--- config.mk ---
export PLATFORM = sky130hd
export DESIGN_NAME = write_stream_ctrl
export DESIGN_NICKNAME = d
export VERILOG_FILES = /design/src/write_engine_pkg.sv /design/src/write_stream_ctrl.sv
export SDC_FILE = /design/constraint.sdc
export NUM_CORES = 1
export LEC_CHECK = 0
export BUFFER_PORTS_ARGS = -buffer_cell sky130_fd_sc_hd__buf_2
export CAP_MARGIN = 25
export CORE_AREA = 4 4 41 43
export DETAILED_ROUTE_END_ITERATION = 6
export DIE_AREA = 0 0 45 47
export GPL_TIMING_DRIVEN = 0
export PLACE_DENSITY_LB_ADDON = 0.3
export SYNTH_ARGS = -nofsm -noshare
export SYNTH_HDL_FRONTEND = slang
export SYNTH_SLANG_ARGS = --single-unit
--- constraint.sdc ---
create_clock -name clock -period 1.46 [get_ports clock]
set_input_delay 0 -clock clock [delete_from_list [all_inputs] [get_ports clock]]
set_output_delay 0 -clock clock [all_outputs]
set_load 0.01 [all_outputs]
--- src/write_engine_pkg.sv ---
`default_nettype none

package write_engine_pkg;

	////////////////////
	// widths
	////////////////////

	localparam int ADDR_W     = 64;
	localparam int HALF_W     = 512;
	localparam int OFFSET_W   = 32;
	localparam int SIZE_W     = 32;
	localparam int CMD_SIZE_W = 12;
	localparam int OPCODE_W   = 13;

	// one buffered record is offset, size and half
	localparam int ENTRY_W = OFFSET_W + SIZE_W + HALF_W;

	////////////////////
	// sizes and limits
	////////////////////

	localparam int ELEMENT_BYTES = 4;
	localparam int LINE_BYTES    = 128;

	localparam int BUFFER_DEPTH    = 16;
	localparam int BUFFER_HEADROOM = 4;
	localparam int BUFFER_PTR_W    = 4;
	localparam int BUFFER_CNT_W    = 5;

	// commands per window before waiting on responses
	localparam int WINDOW_REQS = 8;
	localparam int COUNT_W     = 4;

	////////////////////
	// encodings
	////////////////////

	typedef enum logic [OPCODE_W-1:0] {
		WRITE_NA = 13'h0D00,
		WRITE_MS = 13'h0D60
	} write_opcode_e;

	typedef enum logic [2:0] {
		RESET,
		IDLE,
		SET,
		START,
		REQ,
		PENDING,
		DONE,
		FINAL
	} stream_state_e;

endpackage

`default_nettype wire

--- src/write_stream_ctrl.sv ---
`timescale 1ns/100ps
`default_nettype none

module write_stream_ctrl (
	input  logic                                 clock,
	input  logic                                 rstn,
	input  logic                                 active,
	input  logic                                 armed,
	input  logic                                 job_valid,
	input  logic [1:0]                           send_stopped,
	input  logic [write_engine_pkg::COUNT_W-1:0] sent_count,
	input  logic [write_engine_pkg::COUNT_W-1:0] resp_count,
	output logic                                 send_enable,
	output logic                                 job_load,
	output logic                                 window_clear,
	output logic                                 job_done
);

	write_engine_pkg::stream_state_e state;
	write_engine_pkg::stream_state_e next_state;

	always_ff @(posedge clock or negedge rstn) begin
		if (!rstn)
			state <= write_engine_pkg::RESET;
		else if (active)
			state <= next_state;
	end

	////////////////////
	// next state
	////////////////////

	always_comb begin
		next_state = state;
		case (state)
			write_engine_pkg::RESET: begin
				next_state = write_engine_pkg::IDLE;
			end
			write_engine_pkg::IDLE: begin
				if (job_valid && armed)
					next_state = write_engine_pkg::SET;
			end
			write_engine_pkg::SET: begin
				next_state = write_engine_pkg::START;
			end
			write_engine_pkg::START: begin
				next_state = write_engine_pkg::REQ;
			end
			write_engine_pkg::REQ: begin
				// window full or nothing left to send
				if (|send_stopped)
					next_state = write_engine_pkg::PENDING;
			end
			write_engine_pkg::PENDING: begin
				// every command of this window answered
				if (resp_count == sent_count)
					next_state = write_engine_pkg::DONE;
			end
			write_engine_pkg::DONE: begin
				if (send_stopped[1])
					next_state = write_engine_pkg::FINAL;
				else
					next_state = write_engine_pkg::START;
			end
			write_engine_pkg::FINAL: begin
				next_state = write_engine_pkg::FINAL;
			end
			default: begin
				next_state = write_engine_pkg::RESET;
			end
		endcase
	end

	////////////////////
	// state decode
	////////////////////

	assign job_load     = (state == write_engine_pkg::SET);
	assign window_clear = (state == write_engine_pkg::START);
	// high for the whole request phase that follows START
	assign send_enable  = (state == write_engine_pkg::REQ);
	assign job_done     = (state == write_engine_pkg::FINAL);

endmodule

`default_nettype wire

Yosys cells after proc, flatten, opt, wreduce, memory -nomap -nowiden --
Cells that the tools add are included. W data, S select, Z words.
Word-level totals: bits in latches 0, memories kept 0, RAM bits 0, word-level logic and storage cells 21, bits of input ports 15, ROM bits 0, register bits 3, output and inout bits 4
Operators by class: add/sub/neg operators 0, reduce and logical (&&, ||, !) cells 4, div/mod/pow operators 0, equal/unequal tests 11, bitwise gates (word level) 0, $lt $le $gt $ge 0, shift operators 0, mux-type cells 5, $mul 0
Operator list (count):
- $pmux W3 S8 | 1
- $eq A3 B3 Y1 const B | 4
- $mux W3 | 4
- $eq A3 B2 Y1 const B | 2
- $eq A4 B4 Y1 | 1
- $ne A2 B2 Y1 const B | 2
- $reduce_and A4 Y1 | 1
- $eq A3 B1 Y1 const B | 1
- $logic_not A3 Y1 | 1
- $ne A2 B1 Y1 const B | 1
- $reduce_or A2 Y1 | 1
- $logic_and A1 B1 Y1 | 1

Logic depth before layout (Yosys ltp) --
Gate-level depths: netlist of the first run.
word-level depth 3, gate-level depth with buffers 5, depth with buffers taken out 4

Worst setup path after synthesis of the first run --
OpenSTA, ideal clock, no wires.
kind reg-to-reg, start reg state[2], end reg state[1], required time 1341 ps, cell stages (with the launch flop) 6, path slack 373 ps, setup time 119 ps, clock period less this slack 1087 ps, arrival 968 ps, buffers on the path 1, path through dfrtp_1 -> buf_6 -> a211o_1 -> nand3_1 -> a21oi_1 -> o21a_1
Between the ends: longest elaborated chain between the ends 3, elaborated cells between the ends (all ways) 13, those cells by class eq/ne: 10; mux: 1; reduce/logical: 2
RTL lines:
- from (decl) | line write_stream_ctrl.sv:19 | write_engine_pkg::stream_state_e state;
- from (signal assigned) | line write_stream_ctrl.sv:24 | state <= write_engine_pkg::RESET;
- from (signal assigned) | line write_stream_ctrl.sv:26 | state <= next_state;
- $eq A3 B3 Y1 / $eq A3 B1 Y1 (equally long branches) | line write_stream_ctrl.sv:35 | case (state)
- $ne A2 B2 Y1 (no line) / $ne A2 B1 Y1 (equally long branches)
- $reduce_and A4 Y1 (no line)
Several ways; a longest one is shown, not always the timed one. A chain may end at the register's enable or synchronous reset.

Final worst setup path of the first run --
Ends and elaborated chain as after synthesis.

==> out/qor.tcl, run 1 <==
set qor(result_of_the_run) {finished, final reports clean}
set qor(final.period_utilization_pct) 78.69
set qor(synthXorXnorAreaFrac_pct) 12.96
set qor(grt_start_max_net_pins) 11
set qor(cts_resized) 0
set qor(synth_top_family_by_area) {simple AND/OR/NAND/NOR gates}
set qor(areaGrowthSynthToFinish_pct) 53.70
set qor(power.combinational.fraction_pct) 57.7
set qor(synth-main-ff-cell) {dfrtp_1}
set qor(timing.final.crit_period_ns) 1.149
set qor(synth_sequential_area_ratio_pct) 27.78
set qor(synth_simple_gate_area_share_pct) 31.94
set qor(path_clk_slew_ns) 0.04
set qor(post_route_cells_drive_above_1_share_pct) 48.08
set qor(power_frac_clock_pct) 21.8
set qor(cts.root.buffer_cell) {clkbuf_4}
set qor(syn_nets) 44
set qor(cell_internal_pwr_mw) 0.4252
set qor(power_per_cell_area_nw_per_um2) 1640
set qor(clock_sink_count) 3
set qor(clock_path_buffers) 2
set qor(grt_antenna_before_repair) 0
set qor(clock_tree.htree_level_count) 1
set qor(fin_worst_skew_ns) 0.004514
set qor(die_width_um) 45
set qor(initialDrtViolationCount) 5
set qor(die-height_um) 47
set qor(r2r_slack_ns) 0.31
set qor(fp.dieArea_um2) 2115
set qor(design.final.nets) 68
set qor(netlist_instances) 29
set qor(clk_latency_ns) 0.24
set qor(critPathCapture) {state[1]$_DFFE_PN0P_}
set qor(ctsHoldBuffers) 1
set qor(netlist_area_um2) 270.3
set qor(crit_fanout) 10
set qor(setup.worst_path.start) {state[2]$_DFFE_PN0P_}
set qor(routedLengthMet1_um) 263
set qor(yosys-top-cells-area) {dfrtp_1 28%, xnor2_1 13%, buf_6 8.3%}
set qor(required_ns) 1.58
set qor(global_route.usage.total_pct) 8.551
set qor(number_of_nets_still_failing_antenna_checks_after_routing) 0
set qor(synth-compound-area-share_pct) 17.13
set qor(postCtsSetupRepairBufs) 0
set qor(final-hold-violation-count) 0
set qor(worst-endpoint-arrival_ns) 1.27
set qor(power.leakage_nw) 0.1904
set qor(largest_register_ffs) 3
set qor(via_count) 299
set qor(r2r_cells) 5
set qor(netlist.top_cell.by_area) {dfrtp_1}
set qor(most_frequent_cells_after_synthesis) {4 x xnor2_1, 3 x dfrtp_1, 3 x nor3b_1}
set qor(clock_tree_from_tritoncts) {done}
set qor(ir_worst_vdd_mv) 0.4398
set qor(wl_per_cell_um) 10.36
set qor(place.port_buffers) 18
set qor(final-max-slew-violation-count) 0
set qor(ys_types) 19
set qor(switching_share_pct) 37.58
set qor(top_register) {state}
set qor(dr_wl_met2_um) 321
set qor(power.share.sequential_pct) 20.4
set qor(syn_area_per_cell_um2) 9.319
set qor(fin_setup_tns_ns) 0
set qor(worst_slew_pin_slew_ns) 0.1914
set qor(netlist.area_leader.share_pct) 27.78
set qor(wire_length_of_the_first_global_routing_pass_mm) 1.145
set qor(worst_hold_margin_ns) 0.08179
set qor(met3_wirelength_um) 61
set qor(cap_viol_max_count) 0
set qor(fin_util_pct) 31.92
set qor(hold_class) {in2async}
set qor(grt_pass1_vias) 264
set qor(timing.rr.end) {state[1]$_DFFE_PN0P_}
set qor(critical_setup_path_class) {reg2reg}
set qor(endpoint_kind) {register}
set qor(floorplan.initialDensity_pct) 20.77
set qor(synth_edf_count) 0
set qor(pin_count) 19
set qor(worst_setup_path_start_kind) {register}
set qor(synth_adder_area_share_pct) 0
set qor(achievable-frequency_ghz) 0.8705
set qor(r2r-start) {state[2]$_DFFE_PN0P_}
set qor(floorplan_core_area_um2) 1301
set qor(slew-limit-headroom_pct) 87.21
set qor(share_of_synthesized_area_spent_on_multiplexers_pct) 0
set qor(grt_setup_unrepaired) {false}
set qor(setup-violations-final) 0
set qor(dr.max_layer_used) {met4}
set qor(ys_ff_latch) 3
set qor(cts_buffers) 3
set qor(place.detailed.hpwl_um) 516.1
set qor(synthMostInstantiatedCell) {xnor2_1}
set qor(vias_per_cell) 4.463
set qor(drt-total-wl_um) 694
set qor(routabilityCongestion) 0.6954
set qor(switching_power_mw) 0.2560
set qor(largestRegisters) {state (3)}
set qor(drcViolationCount) 0
set qor(num_antenna_cells) 0
set qor(num_rows) 13
set qor(yosysWarnings) 0
set qor(n_fill_cell) 155
set qor(synthArstFlopShare_pct) 100.0
set qor(grt_remaining_overflow) 0
set qor(drt-pass1-iter-count) 4
## layout make-up
type / count / area [um^2] / share of cell area [%]
Timing Repair Buffer: 19 / 100.1 / 24.10
Tap cell: 15 / 18.77 / 4.518
Multi-Input combinational cell: 23 / 167.7 / 40.36
Buffer: 3 / 27.53 / 6.627
Clock buffer: 4 / 26.28 / 6.325
Sequential cell: 3 / 75.07 / 18.07
## power groups by stage
| stage | Sequential [mW] | Combinational, mW | Clock [mW] |
|---|---|---|---|
| after floorplan | 0.138 | 0.289 | 0 |
| after global placement | 0.140 | 0.393 | 0 |
| after detailed placement | 0.141 | 0.394 | 0 |
| after CTS | 0.140 | 0.397 | 0.155 |
| after global routing | 0.144 | 0.436 | 0.180 |
| final | 0.139 | 0.393 | 0.149 |
## routing by layer
layer,vias up,GRT usage [%]
met5,-,0
met4,0,14.04
met3,4,3.448
met2,13,11.02
met1,130,8.238
li1,152,-
## kinds of logic (layout without fill, tap and decap cells)
family / after synthesis / after routing
AND/OR/NAND/NOR: 13 / 13
buffers and inverters: 3 / 26
AO/OA/AOI/OAI: 6 / 6
XOR/XNOR: 4 / 4
flip-flops: 3 / 3
## layout by cell type, fill, tap and decap left out
master | Yosys | final
a211o_1 | 1 | 1
o211ai_1 | 1 | 1
clkbuf_1 | 0 | 1
nand4b_1 | 1 | 1
a32o_1 | 1 | 1
nand3_1 | 1 | 1
buf_6 | 2 | 2
nor3b_1 | 3 | 3
dlygate4sd3_1 | 0 | 1
xnor2_1 | 4 | 4
nand4_1 | 1 | 1
dfrtp_1 | 3 | 3
a21oi_1 | 1 | 1
o21a_1 | 1 | 1
nor4b_2 | 1 | 1
a21boi_0 | 1 | 1
and3_1 | 1 | 1
nand3b_1 | 1 | 1
buf_2 | 1 | 19
clkbuf_4 | 0 | 3
nor2_1 | 2 | 2
nand2_1 | 2 | 2
## per-stage QoR
step | power (mW) | instance area [um^2] | setup WS [ns] | cells
floorplan | 0.4274 | 270.3 | 0.3730 | 29
global placement | 0.5337 | 379.1 | 0.3124 | 62
detailed placement | 0.5351 | 379.1 | 0.3075 | 62
CTS | 0.6924 | 415.4 | 0.3033 | 67
global route | 0.7599 | 415.4 | 0.1887 | 67
finish | 0.6812 | 415.4 | 0.3112 | 67
## critical path: stages (launching register included)
cell     delay (ns)
dfrtp_1        0.36
buf_6          0.13
a211o_1        0.25
nand3_1        0.09
a21oi_1        0.05
o21a_1         0.16
## worst min-delay path by stage
stage	from	endpoint	slack, ns
after floorplan	rstn	state[0]$_DFFE_PN0P_	-0.30
after global placement	rstn	state[2]$_DFFE_PN0P_	-0.20
after detailed placement	rstn	state[2]$_DFFE_PN0P_	-0.20
after CTS	rstn	state[0]$_DFFE_PN0P_	0.08
after global routing	rstn	state[0]$_DFFE_PN0P_	0.08
final	rstn	state[0]$_DFFE_PN0P_	0.08
Power figures use the tool's default switching activity.
==> run 2, diff against run 1 <==
==> constraint.sdc (replaced) <==
create_clock -name clock -period 0.95 [get_ports clock]
set_input_delay 0 -clock clock [delete_from_list [all_inputs] [get_ports clock]]
set_output_delay 0 -clock clock [all_outputs]
set_load 0.01 [all_outputs]
==> run 2 against run 1 <==
  * The flow now finishes with violations (setup timing)
  * Power rose by 74%
  * Die area stayed put
  * Sequential power is 77% higher
  * Sequential share of layout area down 1.2 points
  * Largest power group unchanged
  * Highest routed layer unchanged
==> out/qor.tcl, run 2 (synthesis gave the netlist of run 1 again) <==
set qor(initialDrtViolationCount) 1 ;# was 5
set qor(fin_area_um2) 452.9 ;# was 415.4 um^2
set qor(cp.depth) 5 ;# unchanged
set qor(top_register) {state} ;# unchanged
set qor(worst_setup_path_start_kind) {register} ;# unchanged
set qor(grt_setup_unrepaired) {true} ;# was false
set qor(die-height_um) 47 ;# unchanged
set qor(post_route_cells_drive_above_1_share_pct) 54.55 ;# was 48.08%
set qor(drt-total-wl_um) 703 ;# was 694 um
set qor(r2r_cells) 5 ;# unchanged
set qor(n_fill_cell) 152 ;# was 155
set qor(worst_slew_pin_slew_ns) 0.1817 ;# was 0.1914 ns
set qor(area_occupied_by_registers_um2) 76.32 ;# was 75.07 um^2
set qor(grt_antenna_before_repair) 0 ;# unchanged
set qor(power_per_cell_area_nw_per_um2) 2618 ;# was 1640 nW/um^2
set qor(slowest_stage) {dfrtp_1} ;# unchanged
set qor(setup.worst_path.start) {state[2]$_DFFE_PN0P_} ;# unchanged
set qor(largestRegisters) {state (3)} ;# unchanged
set qor(design.final.nets) 71 ;# was 68
set qor(clock_tree_from_tritoncts) {done} ;# unchanged
set qor(crit_chain) {buf_6 -> a211o_1 -> nand3_1 -> a21oi_1 -> o21a_1} ;# unchanged
set qor(timing.rr.end) {state[1]$_DFFE_PN0P_} ;# unchanged
set qor(cts_buffers) 3 ;# unchanged
set qor(wl_per_cell_um) 10.04 ;# was 10.36 um
set qor(largest_register_ffs) 3 ;# unchanged
set qor(path_clk_slew_ns) 0.04 ;# about the same
set qor(num_antenna_cells) 0 ;# unchanged
set qor(fin_worst_skew_ns) 0.001160 ;# was 0.004514 ns
set qor(failed_checks) {setup timing}
set qor(grt_remaining_overflow) 0 ;# unchanged
set qor(worst_hold_margin_ns) 0.08885 ;# was 0.08179 ns
set qor(required_ns) 1.07 ;# was 1.58 ns
set qor(drt-pass1-iter-count) 2 ;# was 4
set qor(power.leakage_nw) 0.2114 ;# was 0.1904 nW
set qor(critical_path.top_delay_family) {compound AO/OA/AOI/OAI gates} ;# unchanged
set qor(multi_input_area_um2) 178.9 ;# was 167.7 um^2
set qor(r2r-start) {state[2]$_DFFE_PN0P_} ;# unchanged
set qor(most_frequent_standard_cell_in_the_layout_excluding_fill_and_tap_cells) {buf_2} ;# unchanged
set qor(cap_viol_max_count) 0 ;# unchanged
set qor(clock_sink_count) 3 ;# unchanged
set qor(ir_worst_vdd_mv) 0.7820 ;# was 0.4398 mV
set qor(grt_start_max_net_pins) 11 ;# unchanged
set qor(final-max-slew-violation-count) 0 ;# unchanged
set qor(finalPower_mw) 1.186 ;# was 0.6812 mW
set qor(num_rows) 13 ;# unchanged
set qor(cpPeakStageDelay_ns) 0.36 ;# about the same
set qor(routabilityCongestion) 0.7154 ;# was 0.6954
set qor(hold_class) {in2async} ;# unchanged
set qor(critPathCapture) {state[1]$_DFFE_PN0P_} ;# unchanged
set qor(critPathBufInv) 1 ;# unchanged
set qor(endpoint_kind) {register} ;# unchanged
set qor(floorplan.initialDensity_pct) 20.77 ;# unchanged
set qor(achievable-frequency_ghz) 0.8823 ;# was 0.8705 GHz
set qor(crit_fanout) 9 ;# was 10
set qor(grt_pass1_vias) 308 ;# was 264
set qor(global_route.usage.total_pct) 8.155 ;# was 8.551%
set qor(timing.final.crit_period_ns) 1.133 ;# was 1.149 ns
set qor(top_library_cells_by_usage_in_the_layout_fill_and_taps_aside) {18 x buf_2, 4 x xnor2_1, 4 x buf_4, 3 x nor3b_1, 3 x clkbuf_4} ;# was 19 x buf_2, 4 x xnor2_1, 3 x nor3b_1, 3 x clkbuf_4, 3 x dfrtp_1
set qor(final.period_utilization_pct) 119.3 ;# was 78.69%
set qor(final-hold-violation-count) 0 ;# unchanged
set qor(place.detailed.hpwl_um) 521.2 ;# was 516.1 um
set qor(result_of_the_run) {complete, but fails checks} ;# was finished, final reports clean
set qor(slew-limit-headroom_pct) 87.83 ;# was 87.21%
set qor(worst-endpoint-arrival_ns) 1.25 ;# was 1.27 ns
set qor(vias_per_cell) 4.429 ;# was 4.463
set qor(clock_tree.htree_level_count) 1 ;# unchanged
set qor(setup-violations-final) 7 ;# was 0
set qor(floorplan_core_area_um2) 1301 ;# unchanged
set qor(r2r_slack_ns) -0.18 ;# was 0.31 ns
set qor(areaGrowthSynthToFinish_pct) 67.59 ;# was 53.70%
set qor(place.port_buffers) 18 ;# unchanged
set qor(critical_setup_path_class) {reg2reg} ;# unchanged
set qor(clock_path_buffers) 2 ;# unchanged
set qor(cts.root.buffer_cell) {clkbuf_4} ;# unchanged
set qor(number_of_nets_still_failing_antenna_checks_after_routing) 0 ;# unchanged
set qor(clk_latency_ns) 0.23 ;# was 0.24 ns
set qor(drcViolationCount) 0 ;# unchanged
set qor(pin_count) 19 ;# unchanged
set qor(die_width_um) 45 ;# unchanged
set qor(fp.dieArea_um2) 2115 ;# unchanged
set qor(setup_ws_ns) -0.1834 ;# was 0.3112 ns
set qor(dpl-instance-area_um2) 379.1 ;# unchanged
set qor(via_count) 310 ;# was 299
set qor(wire_length_of_the_first_global_routing_pass_mm) 1.166 ;# was 1.145 mm
[run 2: changes by cell type in the layout (fill, tap and decap cells not counted), sizes merged]
cell and delta:
buf +3
[run 2: layout make-up]
type / count / share of cell area [%]
repair buffers: 23 / 28.73
clock buffers: 4 / 5.801
flip-flops and latches: 3 / 16.85
multi-input cells: 23 / 39.50
well taps: 15 / 4.144
plain buffers: 2 / 4.972
[run 2: repair_timing]
item | 4_1_cts | 5_1_grt
endpoints found under the setup margin | 6 | 7
hold buffers | 1 | 0
buffers inserted | 1 | 3
endpoints found under the hold margin | 3 | 0
gates resized for setup | 3 | 1
pin swaps | 2 | 1
[run 2: per-stage QoR]
| stage | std cells | setup slack (ns) | TNS, ns | util [%] |
|---|---|---|---|---|
| after global routing | 70 | -0.2362 | -1.155 | 34.81 |
| after global placement | 62 | -0.1829 | -0.3517 | 29.13 |
| after detailed placement | 62 | -0.1911 | -0.3481 | 29.13 |
| final | 70 | -0.1834 | -0.7110 | 34.81 |
| after floorplan | 29 | -0.1370 | -0.2312 | - |
| after CTS | 67 | -0.1933 | -0.8031 | 33.08 |
[run 2: how the worst min path moves through the flow]
stage               start  cells after the start  slack, ns              endpoint
floorplan            rstn                      0      -0.30  state[0]$_DFFE_PN0P_
CTS                  rstn                      2       0.08  state[1]$_DFFE_PN0P_
global placement     rstn                      1      -0.20  state[2]$_DFFE_PN0P_
global route         rstn                      2       0.10  state[0]$_DFFE_PN0P_
detailed placement   rstn                      1      -0.20  state[1]$_DFFE_PN0P_
finish               rstn                      2       0.09  state[0]$_DFFE_PN0P_
[run 2: routing by layer]
metal | vias to the layer above | wire [um] | part of all wire [%] | global-route usage, %
li1 | 158 | - | - | -
met1 | 137 | 293 | 42 | 8.238
met2 | 13 | 331 | 47 | 12.43
met3 | 2 | 62 | 8.8 | 3.065
met4 | 0 | 17 | 2.4 | 8.772
met5 | - | 0 | 0 | 0
[run 2: power breakdown]
group / internal (mW) / switching (mW) / total (mW)
combinational: 0.409 / 0.306 / 0.715
sequential: 0.193 / 0.0532 / 0.246
clock: 0.157 / 0.0671 / 0.225
[run 2: worst register-to-register path, stage by stage, from the launching register on]
cell	delay, ns
dfrtp_1	0.36
buf_6	0.13
a211o_1	0.25
nand3_1	0.07
a21oi_1	0.04
o21a_1	0.16
