File: src/write_engine_pkg.sv
`default_nettype none

package write_engine_pkg;

	////////////////////
	// widths
	////////////////////

	localparam int ADDR_W     = 64;
	localparam int HALF_W     = 512;
	localparam int OFFSET_W   = 32;
	localparam int SIZE_W     = 32;
	localparam int CMD_SIZE_W = 12;
	localparam int OPCODE_W   = 13;

	// one buffered record is offset, size and half
	localparam int ENTRY_W = OFFSET_W + SIZE_W + HALF_W;

	////////////////////
	// sizes and limits
	////////////////////

	localparam int ELEMENT_BYTES = 4;
	localparam int LINE_BYTES    = 128;

	localparam int BUFFER_DEPTH    = 16;
	localparam int BUFFER_HEADROOM = 4;
	localparam int BUFFER_PTR_W    = 4;
	localparam int BUFFER_CNT_W    = 5;

	// commands per window before waiting on responses
	localparam int WINDOW_REQS = 8;
	localparam int COUNT_W     = 4;

	////////////////////
	// encodings
	////////////////////

	typedef enum logic [OPCODE_W-1:0] {
		WRITE_NA = 13'h0D00,
		WRITE_MS = 13'h0D60
	} write_opcode_e;

	typedef enum logic [2:0] {
		RESET,
		IDLE,
		SET,
		START,
		REQ,
		PENDING,
		DONE,
		FINAL
	} stream_state_e;

endpackage

`default_nettype wire

File: src/response_tracker.sv
`timescale 1ns/100ps
`default_nettype none

module response_tracker (
	input  logic                                 clock,
	input  logic                                 rstn,
	input  logic                                 capture,
	input  logic                                 window_clear,
	input  logic                                 resp_valid,
	input  logic [write_engine_pkg::SIZE_W-1:0]  resp_size,
	output logic [write_engine_pkg::COUNT_W-1:0] resp_count,
	output logic [write_engine_pkg::SIZE_W-1:0]  job_counter_done
);

	logic                                resp_valid_q;
	logic [write_engine_pkg::SIZE_W-1:0] resp_size_q;

	// response latch
	always_ff @(posedge clock or negedge rstn) begin
		if (!rstn)
			resp_valid_q <= 1'b0;
		else if (capture)
			resp_valid_q <= resp_valid;
	end

	always_ff @(posedge clock) begin
		if (capture && resp_valid)
			resp_size_q <= resp_size;
	end

	// window count and job element total
	always_ff @(posedge clock or negedge rstn) begin
		if (!rstn) begin
			resp_count       <= '0;
			job_counter_done <= '0;
		end else begin
			if (window_clear)
				resp_count <= '0;
			else if (capture && resp_valid_q)
				resp_count <= resp_count + 1'b1;
			if (capture && resp_valid_q)
				job_counter_done <= job_counter_done + resp_size_q;
		end
	end

endmodule

`default_nettype wire

File: config.mk
export PLATFORM = sky130hd
export DESIGN_NAME = response_tracker
export DESIGN_NICKNAME = d
export VERILOG_FILES = /design/src/write_engine_pkg.sv /design/src/response_tracker.sv
export SDC_FILE = /design/constraint.sdc
export NUM_CORES = 1
export LEC_CHECK = 0
export BUFFER_PORTS_ARGS = -buffer_cell sky130_fd_sc_hd__buf_2
export CAP_MARGIN = 40
export CORE_ASPECT_RATIO = 0.5
export CORE_MARGIN = 5
export CORE_UTILIZATION = 60
export DETAILED_ROUTE_END_ITERATION = 16
export GPL_TIMING_DRIVEN = 1
export PLACE_DENSITY = 0.85
export SKIP_LAST_GASP = 1
export SLEW_MARGIN = 15
export SYNTH_ARGS = -nofsm -noshare
export SYNTH_HDL_FRONTEND = slang
export SYNTH_SLANG_ARGS = --single-unit
File: constraint.sdc
create_clock -name clock -period 7.7 [get_ports clock]
set_clock_uncertainty 0.05 [all_clocks]
set_input_delay 1.155 -clock clock [delete_from_list [all_inputs] [get_ports clock]]
set_output_delay 1.155 -clock clock [all_outputs]
set_load 0.01 [all_outputs]
Yosys cells after proc, flatten, opt, wreduce, memory -nomap -nowiden --
Index checks and enable logic that the tools add are counted.
Operators by class: add/subtract/negate cells 2, muxes and demuxes 2, reductions and logical operators 3
Operators with widths (count):
- adder 32 bit | 1
- two-way mux 4 bit | 2
- adder 4 x 1 -> 4 bit (second input constant) | 1
- logical AND 1 bit | 2
- nonzero test 2 bit | 1
Storage, ports and cells: bits in registers 69, output and inout bits 36, word-level logic and storage cells 11

Logic depth before layout (Yosys ltp) --
Gate-level depths: netlist of the first run.
depth after elaboration 3, mapped depth 10

Worst setup path after synthesis of the first run --
No wires, ideal clock.
path kind flip-flop to flip-flop, from register job_counter_done[0] (netlist bit), to register job_counter_done[30] (netlist bit), setup time 0.069 ns, arrival 2.473 ns, data required time 7.581 ns, path slack 5.108 ns, cell stages (with the launch flop) 11, buffers on the path 0, period minus slack after synthesis 2.592 ns, cell sequence dfrtp_1 ha_1 fa_1 a21oi_1 o22ai_1 o21ai_0 a21oi_1 o21ai_1 a211oi_1 or4b_1 nand3_1
Between the ends: longest elaborated chain between the ends 1
RTL lines:
- from (decl) | RTL line response_tracker.sv:12 | output logic [write_engine_pkg::SIZE_W-1:0] job_counter_done
- from (signal assigned) | RTL line response_tracker.sv:42 | job_counter_done <= job_counter_done + resp_size_q;
- adder 32 bit | RTL line response_tracker.sv:42
Every way passes these cells. A chain may end at the register's enable or synchronous reset.

Worst setup path after layout of the first run --
Same ends and word-level chain as after synthesis.

==> results of run 1 <==
[sequential cells by signal, summed over array words and instances (netlist names)]
| signal | flops |
|---|---|
| resp_valid_q | 1 |
| resp_count | 4 |
| job_counter_done | 32 |
| resp_size_q | 32 |
[report_power, final]
| part | switching (mW) | leakage [nW] | total [mW] | internal (mW) |
|---|---|---|---|---|
| Clock | 0.157 | 0.148 | 0.441 | 0.284 |
| Combinational | 0.546 | 1.19 | 0.935 | 0.389 |
| Sequential | 0.0766 | 0.760 | 0.560 | 0.483 |
[cells by family (layout without fill, tap and decap cells)]
kind of cell             count (synthesis)  in the layout  share of synthesized area, %
multiplexers                             4              4                          1.16
XOR/XNOR                                29             29                          6.53
buffers and inverters                   19             98                          1.86
flip-flops                              69             69                          48.5
AND/OR/NAND/NOR                        108            108                          12.3
AO/OA/AOI/OAI                          120            120                          18.8
adder cells (fa/ha/maj)                 33             33                          10.8
[area by class of cell]
| class | count | area share [%] |
|---|---|---|
| clock buffer | 9 | 4.78 |
| clock inverter | 7 | 2.13 |
| inverter | 7 | 0.558 |
| multi-input combinational | 294 | 41.1 |
| sequential | 69 | 40.1 |
| tap | 88 | 2.34 |
| timing repair buffer | 75 | 8.98 |
[metal layers]
layer	GRT usage (%)	vias up	part of all wire (%)
li1	-	1555	-
met1	30.5	1516	45
met2	35.8	102	46
met3	7.04	23	6.3
met4	11.9	0	2.6
met5	0	-	0
[synth_stat cells]
cell / instances
nand4_1: 6
a31oi_1: 1
a2111oi_1: 1
nor2_1: 20
fa_1: 1
o211ai_2: 1
nand2b_1: 4
a221o_1: 1
nand2_1: 55
a211oi_1: 6
a21oi_1: 33
o211ai_1: 4
nand3_1: 7
xnor2_1: 16
or4_1: 1
buf_2: 1
a21boi_0: 1
or3_1: 1
nor3b_1: 2
o21ai_0: 37
or4b_1: 1
a211oi_2: 1
inv_1: 7
mux2_2: 4
edfxtp_1: 32
o31a_1: 1
a21o_1: 12
clkbuf_1: 11
nor2b_1: 3
o21ai_2: 1
nor3_1: 5
dfrtp_1: 37
a22o_1: 1
xor2_1: 13
o21ai_1: 8
o21a_1: 3
a41oi_2: 1
and3_1: 1
o21bai_1: 1
o2111ai_1: 2
o22ai_1: 1
and2_1: 2
ha_1: 32
o31ai_1: 3
[stage by stage]
step	instance area, um2	power (mW)	utilization, %	cells
floorplan	3890	1.22	-	382
global placement	4330	1.44	70.0	531
detailed placement	4380	1.48	70.9	533
CTS	4710	1.94	76.2	549
global route	4710	2.09	76.2	549
finish	4710	1.94	76.2	549
[worst min-delay path, cell delays in order, from the launching register on]
cell and delay [ns]:
dfrtp_1 0.36, nand2_1 0.05, o21ai_0 0.06
[how the worst max path moves through the flow]
stage / startpoint / endpoint / slack, ns / depth (start not counted)
floorplan: job_counter_done[0] / job_counter_done[30] / 5.11 / 10
global placement: capture / job_counter_done[31] / 4.94 / 6
detailed placement: job_counter_done[0] / job_counter_done[30] / 4.81 / 10
CTS: job_counter_done[0] / job_counter_done[30] / 4.67 / 10
global route: job_counter_done[0] / job_counter_done[30] / 4.42 / 10
finish: job_counter_done[0] / job_counter_done[30] / 4.66 / 10
==> results.yml, run 1 <==
status:
  outcome: "finished clean"
clock_tree:
  clock_path_buffers: 2
  numCtsBuffers: 9
  hold_buffers: 0
  cts_max_level: 3
  cts_tree: "yes"
  clk_latency_ns: 0.34
  cts-root-buf: "clkbuf_16"
  clk_pin_slew_ns: 0.06
  cts.sinks: 69
  cts_resized: 0
  postCtsSetupBuffers: 0
detailed_routing:
  ant_nets: 0
  viasPerCell: 5.82
  drc: 0
  drt_iter0_markers: 190
  wire_per_inst_um: 16.0
  vias: 3196
  wirelength_um: 8760
  dr.pass1.iters: 4
worst_setup_path:
  r2r.worst_path.cells: 10
  r2r_slack_ns: 4.66
  cpLargestDelayFamily: "compound AO/OA/AOI/OAI gates"
  worst_ep_required_time_ns: 7.92
  critPathLaunchType: "flop"
  crit_fanout: 3
  path_class: "flop to flop"
  worstPathArrival_ns: 3.27
  crit_chain: "ha_1 -> fa_1 -> a21oi_1 -> o22ai_1 -> o21ai_0 -> a21oi_1 -> o21ai_1 -> a211oi_1 -> or4b_1 -> nand3_1"
  rr_startpoint: "job_counter_done[0]"
  max_stage_delay_ns: 0.52
  path_common_cell: "a21oi_1"
  cpMaxStageDelayCell: "or4b_1"
  cp-end-kind: "flop"
  rr_endpoint: "job_counter_done[30]"
  crit_buf_inv: 0
finish:
  final_common_cell: "buf_2"
  nNetsFinal: 526
  layout_common_cells: "buf_2 (72), nand2_1 (54), o21ai_0 (37), dfrtp_1 (37), a21oi_1 (33)"
  ff_latch_area_mm2: 0.00189
  nFillCells: 455
  antenna_cells: 0
  drive_gt1_share_pct: 21.7
  area_delta_synth_final_pct: 20.9
  multiInputGateArea_mm2: 0.00194
sta:
  worst_pin_slew_ns: 0.631
  relSlewSlack_pct: 57.9
  fmaxAchievable_mhz: 329
  hold_slack_ns: 0.461
  hold_viol_final: 0
  layout_setup_ws_ns: 4.66
  setup_viol: 0
  fin_setup_tns_ns: 0
  grt_setup_unrepaired: "no"
  finalCriticalPeriod_ns: 3.04
  slew_viol_final: 0
  fin_crit_sh_pct: 39.5
yosys:
  syn_area_mm2: 0.00389
  ys_seq_area_share_pct: 48.5
  syn-num-nets: 452
  yosysWarnings: 0
  ys_seq_elements: 69
  syn_inst: 382
  netlist_top_cells_area: "edfxtp_1 (25%), dfrtp_1 (24%), ha_1 (10%), nand2_1 (5.3%), o21ai_0 (4.8%)"
  synth.top_cell.area_share_pct: 24.7
  yosys.area.top_type: "edfxtp_1"
  syn_avg_cell_area_um2: 10.2
  synth_cell_types: 44
worst_hold_path:
  whs_path_depth: 2
  hold_path_startpoint: "job_counter_done[18]"
  holdPathEnd: "job_counter_done[18]"
  min_path_type: "flop to flop"
floorplanning:
  core.rowCount: 20
  die_w_um: 124
  dieHeight_um: 67.0
  initial_core_util_pct: 63.0
  fp.coreArea_mm2: 0.00618
  die_area_mm2: 0.00830
  design.portCount: 73
power_and_ir_drop:
  p_leak_nw: 2.10
  ir_drop_v: 0.000185
  power_density_mw_per_mm2: 411
global_routing:
  grt_max_degree: 34
  grt_overflow_total: 0
  grt_pass1_vias: 3117
  grt_use_total_pct: 23.5
  antenna_found_initial: 0
  grt_pass1_wl_um: 14700
placement:
  hpwlAfterDp_um: 6530
  dpl_worst_slack_ns: 4.81
  place.gp.congestion: 0.878
  portBuffers: 72
flow_run:
  drv_cap: 0
No activity file was read; power rests on OpenSTA's default activity.
==> run 2, diff against run 1 <==
CORE_UTILIZATION = 50   (was 60)
PLACE_DENSITY = 0.76   (was 0.85)
clock period = 2.8 ns   (was 7.7 ns; I/O delays follow)
==> run 2 against run 1 <==
Fmax up 9.6%. Via count decreased by 0.41%. Worst setup slack lost 4.6 ns. Flip-flop and latch count unchanged. Core utilization shrank 12 points. Critical path depth grew 1. Final area grew 1.9%. Count of clock-buffer cells in the layout rose by 2. Global-route usage shrank 3.8 points. Non-clock buffer count rose by 6. Worst hold slack lost 0.26 ns. Largest power group unchanged.
==> results.yml, run 2 (synthesized netlist as in run 1, its figures left out) <==
floorplanning:
  die_area_mm2: 0.00976
  core.rowCount: 22
  initial_core_util_pct: 52.2
  design.portCount: 73
  fp.coreArea_mm2: 0.00746
  die_w_um: 135
  dieHeight_um: 72.4
worst_setup_path:
  cp-end-kind: "flop"
  worst_ep_required_time_ns: 2.98
  crit_fanout: 3
  max_stage_delay_ns: 0.39
  cpMaxStageDelayCell: "dfrtp_1"
  crit_chain: "ha_1 -> fa_2 -> a21oi_2 -> o22ai_2 -> buf_4 -> o211ai_1 -> a21oi_2 -> o2111ai_2 -> a2111oi_4 -> o21a_1 -> o31ai_1"
  worstPathArrival_ns: 2.95
  path_class: "flop to flop"
  critPathLaunchType: "flop"
  path_common_cell: "a21oi_2"
finish:
  nNetsFinal: 532
  final_common_cell: "buf_2"
  drive_gt1_share_pct: 24.8
  antenna_cells: 0
  final_util_pct: 64.3
  ff_latch_area_mm2: 0.00189
  multiInputGateArea_mm2: 0.00202
  area_delta_synth_final_pct: 23.2
  top_regs: "job_counter_done: 32 flops, resp_size_q: 32 flops, resp_count: 4 flops"
  stdcell_count: 575
  nFillCells: 604
  layout_common_cells: "buf_2 (72), nand2_1 (54), o21ai_0 (37), dfrtp_1 (37), edfxtp_1 (32)"
  finalInstanceArea_mm2: 0.00480
detailed_routing:
  wire_per_inst_um: 16.1
  ant_nets: 0
  vias: 3183
  drc: 0
  wirelength_um: 9260
  viasPerCell: 5.54
  dr.pass1.iters: 4
  drt_iter0_markers: 271
global_routing:
  use_met2_pct: 31.1
  grt_pass1_wl_um: 15100
  grt_overflow_total: 0
  gr-max-usage-layer: "met2"
  grt_max_degree: 37
  grt_pass1_vias: 3189
  antenna_found_initial: 0
  use_met1_pct: 25.1
  grt.met3_usage_pct: 6.79
  grt_use_total_pct: 19.6
clock_tree:
  cts_tree: "yes"
  clock_path_buffers: 2
  cts.sinks: 69
  numCtsBuffers: 9
  clk_pin_slew_ns: 0.06
  cts-root-buf: "clkbuf_16"
  clk_latency_ns: 0.34
  cts_max_level: 3
sta:
  setup_viol: 0
  grt_setup_unrepaired: "yes"
  fin_crit_sh_pct: 99.2
  slew_viol_final: 0
  hold_viol_final: 0
  finalCriticalPeriod_ns: 2.78
  relSlewSlack_pct: 60.7
  fin_setup_tns_ns: 0
  worst_pin_slew_ns: 0.587
  hold_slack_ns: 0.205
  layout_setup_ws_ns: 0.0226
  fmaxAchievable_mhz: 360
power_and_ir_drop:
  p_leak_nw: 2.12
  power_density_mw_per_mm2: 1120
  ir_drop_v: 0.000465
  p_total_mw: 5.39
status:
  outcome: "finished clean"
placement:
  dpl_worst_slack_ns: -0.0521
  hpwlAfterDp_um: 6730
  place.gp.congestion: 0.915
  place_inst: 557
  portBuffers: 72
  place_area_mm2: 0.00441
flow_run:
  drv_cap: 0
worst_hold_path:
  min_path_type: "input pin to flop"
## run 2: changes by cell type in the layout (fill, tap and decap cells not counted), moves of 2 or more
cell / change
a211oi_1: -2
a21oi_2: +5
clkbuf_1: +2
clkinv_4: -2
ha_1: -2
buf_4: +6
buf_16: -2
clkinv_2: +3
a211oi_2: +2
a21oi_1: -5
clkinvlp_4: -2
## run 2: report_power, final
| group | leakage (nW) | internal (mW) | switching (mW) | total, mW |
|---|---|---|---|---|
| Sequential | 0.760 | 1.33 | 0.208 | 1.54 |
| Clock | 0.139 | 0.684 | 0.414 | 1.10 |
| Combinational | 1.22 | 1.15 | 1.61 | 2.76 |
| Total | 2.12 | 3.16 | 2.23 | 5.39 |
## run 2: layout make-up
| type | instances | area share (%) |
|---|---|---|
| Clock buffer | 11 | 4.85 |
| Clock inverter | 5 | 1.10 |
| Inverter | 7 | 0.548 |
| Multi-Input combinational cell | 294 | 42.1 |
| Sequential cell | 69 | 39.3 |
| Tap cell | 108 | 2.82 |
| Timing Repair Buffer | 81 | 9.24 |
## run 2: path summary, 6_finish.rpt
path,start,to,slack (ns),cells after the start
max,job_counter_done[0],job_counter_done[28],0.02,11
min,resp_size[4],resp_size_q[4],0.21,1
max reg2reg,job_counter_done[0],job_counter_done[28],0.02,11
min reg2reg,job_counter_done[12],job_counter_done[12],0.47,2
max in group asynchronous,rstn,job_counter_done[21],1.73,3
min in group asynchronous,rstn,job_counter_done[4],0.49,2
## run 2: layer usage
layer	share of wire, %	vias up	wire length (um)
met5	0	-	0
met4	1.4	0	131
met3	7.6	13	703
met2	46	100	4240
met1	45	1511	4180
li1	-	1559	-
## run 2: critical path: cells and delay by family (launching register included)
family                     cells  cell delay, ns
AOI/OAI and AO/OA              8            1.44
adders and majority gates      2            0.64
DFF                            1            0.39
buffers and inverters          1            0.15
## run 2: what timing repair did
item | CTS | global route
pin swaps | 0 | 3
resized for setup | 3 | 12
endpoints found under the hold margin | 14 | 0
buffers inserted | 0 | 1
endpoints found under the setup margin | 1 | 8
hold buffers | 1 | 0
==> run 3, diff against run 2 <==
CAP_MARGIN = 5   (was 40)
CORE_UTILIZATION = 56   (was 50)
PLACE_DENSITY = 0.8   (was 0.76)
clock period = 2.7 ns   (was 2.8 ns; I/O delays follow)
==> run 3 against run 2 <==
Register-to-register slack hardly changed. Critical path type unchanged. Die area decreased by 9.6%. Core utilization increased by 7.6 points. Flip-flop and latch count did not move.
==> results.yml, run 3 (synthesized netlist as in run 1, its figures left out) <==
clock_tree:
  cts_tree: "yes"
  cts.sinks: 69
  clk_latency_ns: 0.34
  clk_pin_slew_ns: 0.06
  numCtsBuffers: 9
  cts-root-buf: "clkbuf_16"
  cts_max_level: 3
  clock_path_buffers: 2
  hold_buffers: 0
detailed_routing:
  viasPerCell: 5.65
  drt_iter0_markers: 221
  drc: 0
  dr.pass1.iters: 5
  ant_nets: 0
  vias: 3194
  wirelength_um: 8920
  wire_per_inst_um: 15.8
sta:
  hold_viol_final: 0
  slew_viol_final: 0
  grt_setup_unrepaired: "yes"
  fin_setup_tns_ns: 0
  setup_viol: 0
  fmaxAchievable_mhz: 375
  fin_crit_sh_pct: 98.7
  relSlewSlack_pct: 39.2
  worst_pin_slew_ns: 0.912
  finalCriticalPeriod_ns: 2.67
worst_setup_path:
  rr_startpoint: "job_counter_done[2]"
  max_stage_delay_ns: 0.43
  cpLargestDelayFamily: "compound AO/OA/AOI/OAI gates"
  cpMaxStageDelayCell: "or4_1"
  worstPathArrival_ns: 2.89
  rr_endpoint: "job_counter_done[29]"
  r2r_slack_ns: 0.03
  critPathLaunchType: "flop"
  crit_chain: "ha_2 -> o211ai_1 -> o211ai_2 -> a211oi_1 -> o31a_1 -> o21ai_2 -> a41oi_2 -> or4_1 -> nand3_1"
  r2r.worst_path.cells: 9
  worst_ep_required_time_ns: 2.92
  cp-end-kind: "flop"
  path_class: "flop to flop"
  crit_fanout: 4
  crit_buf_inv: 0
finish:
  nNetsFinal: 538
  area_delta_synth_final_pct: 24.3
  nFillCells: 512
  ff_latch_area_mm2: 0.00189
  drive_gt1_share_pct: 28.1
  multiInputGateArea_mm2: 0.00206
  stdcell_count: 565
  antenna_cells: 0
  top_regs: "job_counter_done: 32 flops, resp_size_q: 32 flops, resp_count: 4 flops"
  layout_common_cells: "buf_2 (72), nand2_1 (54), dfrtp_1 (37)"
  final_common_cell: "buf_2"
floorplanning:
  core.rowCount: 21
  die_area_mm2: 0.00882
  dieHeight_um: 69.0
  design.portCount: 73
  initial_core_util_pct: 57.9
  fp.coreArea_mm2: 0.00673
  die_w_um: 128
global_routing:
  antenna_found_initial: 0
  grt_overflow_total: 0
  grt_max_degree: 38
  grt_use_total_pct: 21.2
  grt_pass1_wl_um: 14400
  grt_pass1_vias: 3086
placement:
  place.gp.congestion: 0.877
  portBuffers: 72
  hpwlAfterDp_um: 6500
  place_inst: 547
worst_hold_path:
  min_path_type: "input pin to async pin"
power_and_ir_drop:
  ir_drop_v: 0.000450
  power_density_mw_per_mm2: 1170
  p_leak_nw: 2.13
status:
  outcome: "finished clean"
flow_run:
  drv_cap: 0
[run 3: stage by stage]
stage | cell area (um2) | hold WS [ns] | utilization [%] | power, mW | setup WS [ns]
5_1_grt | 4840 | 0.175 | 71.9 | 6.05 | -0.139
6_report | 4840 | 0.145 | 71.9 | 5.64 | 0.0341
3_5_place_dp | 4420 | 0.450 | 65.7 | 4.34 | -0.0898
4_1_cts | 4730 | 0.168 | 70.3 | 5.50 | 0.0120
3_3_place_gp | 4420 | 0.440 | 65.7 | 4.27 | 0.0756
2_1_floorplan | 3890 | 0.0594 | - | 3.49 | 0.108
[run 3: worst max-delay path by stage]
stage / cells past startpoint / from / to / slack [ns]
3_5_place_dp: 10 / job_counter_done[4] / job_counter_done[28] / -0.09
5_1_grt: 11 / job_counter_done[0] / job_counter_done[28] / -0.14
4_1_cts: 9 / job_counter_done[4] / job_counter_done[29] / 0.01
3_3_place_gp: 10 / job_counter_done[0] / job_counter_done[30] / 0.08
6_report: 9 / job_counter_done[2] / job_counter_done[29] / 0.03
2_1_floorplan: 10 / job_counter_done[0] / job_counter_done[30] / 0.11
[run 3: worst register-to-register path, stage by stage (launching register included)]
cell,delay [ns]
dfrtp_1,0.39
ha_2,0.40
o211ai_1,0.15
o211ai_2,0.22
a211oi_1,0.13
o31a_1,0.32
o21ai_2,0.22
a41oi_2,0.19
or4_1,0.44
nand3_1,0.10
[run 3: per-layer routing]
metal	track usage [%]	wire length (um)	part of all wire [%]	vias up
met2	34.6	4060	46	89
met1	27.0	4130	46	1516
met5	0	0	0	-
met4	8.60	157	1.8	0
li1	-	-	-	1574
met3	6.15	568	6.4	15
[run 3: what timing repair did]
action / in CTS / in global routing
setup endpoints to repair: 3 / 10
resized for setup: 5 / 19
buffers inserted: 1 / 1
pin swaps: 2 / 9
gates cloned: 0 / 0
[run 3: where the power goes]
part,leakage [nW],internal [mW],switching [mW]
combinational,1.24,1.30,1.66
clock,0.132,0.623,0.456
sequential,0.760,1.38,0.225
total,2.13,3.30,2.34
[run 3: area by class of cell]
cell class	instances	share of cell area, %
flip-flops and latches	69	39.0
multi-input cells	294	42.6
clock inverters	7	1.06
repair buffers	87	9.78
inverters	7	0.543
well taps	92	2.38
clock buffers	9	4.65
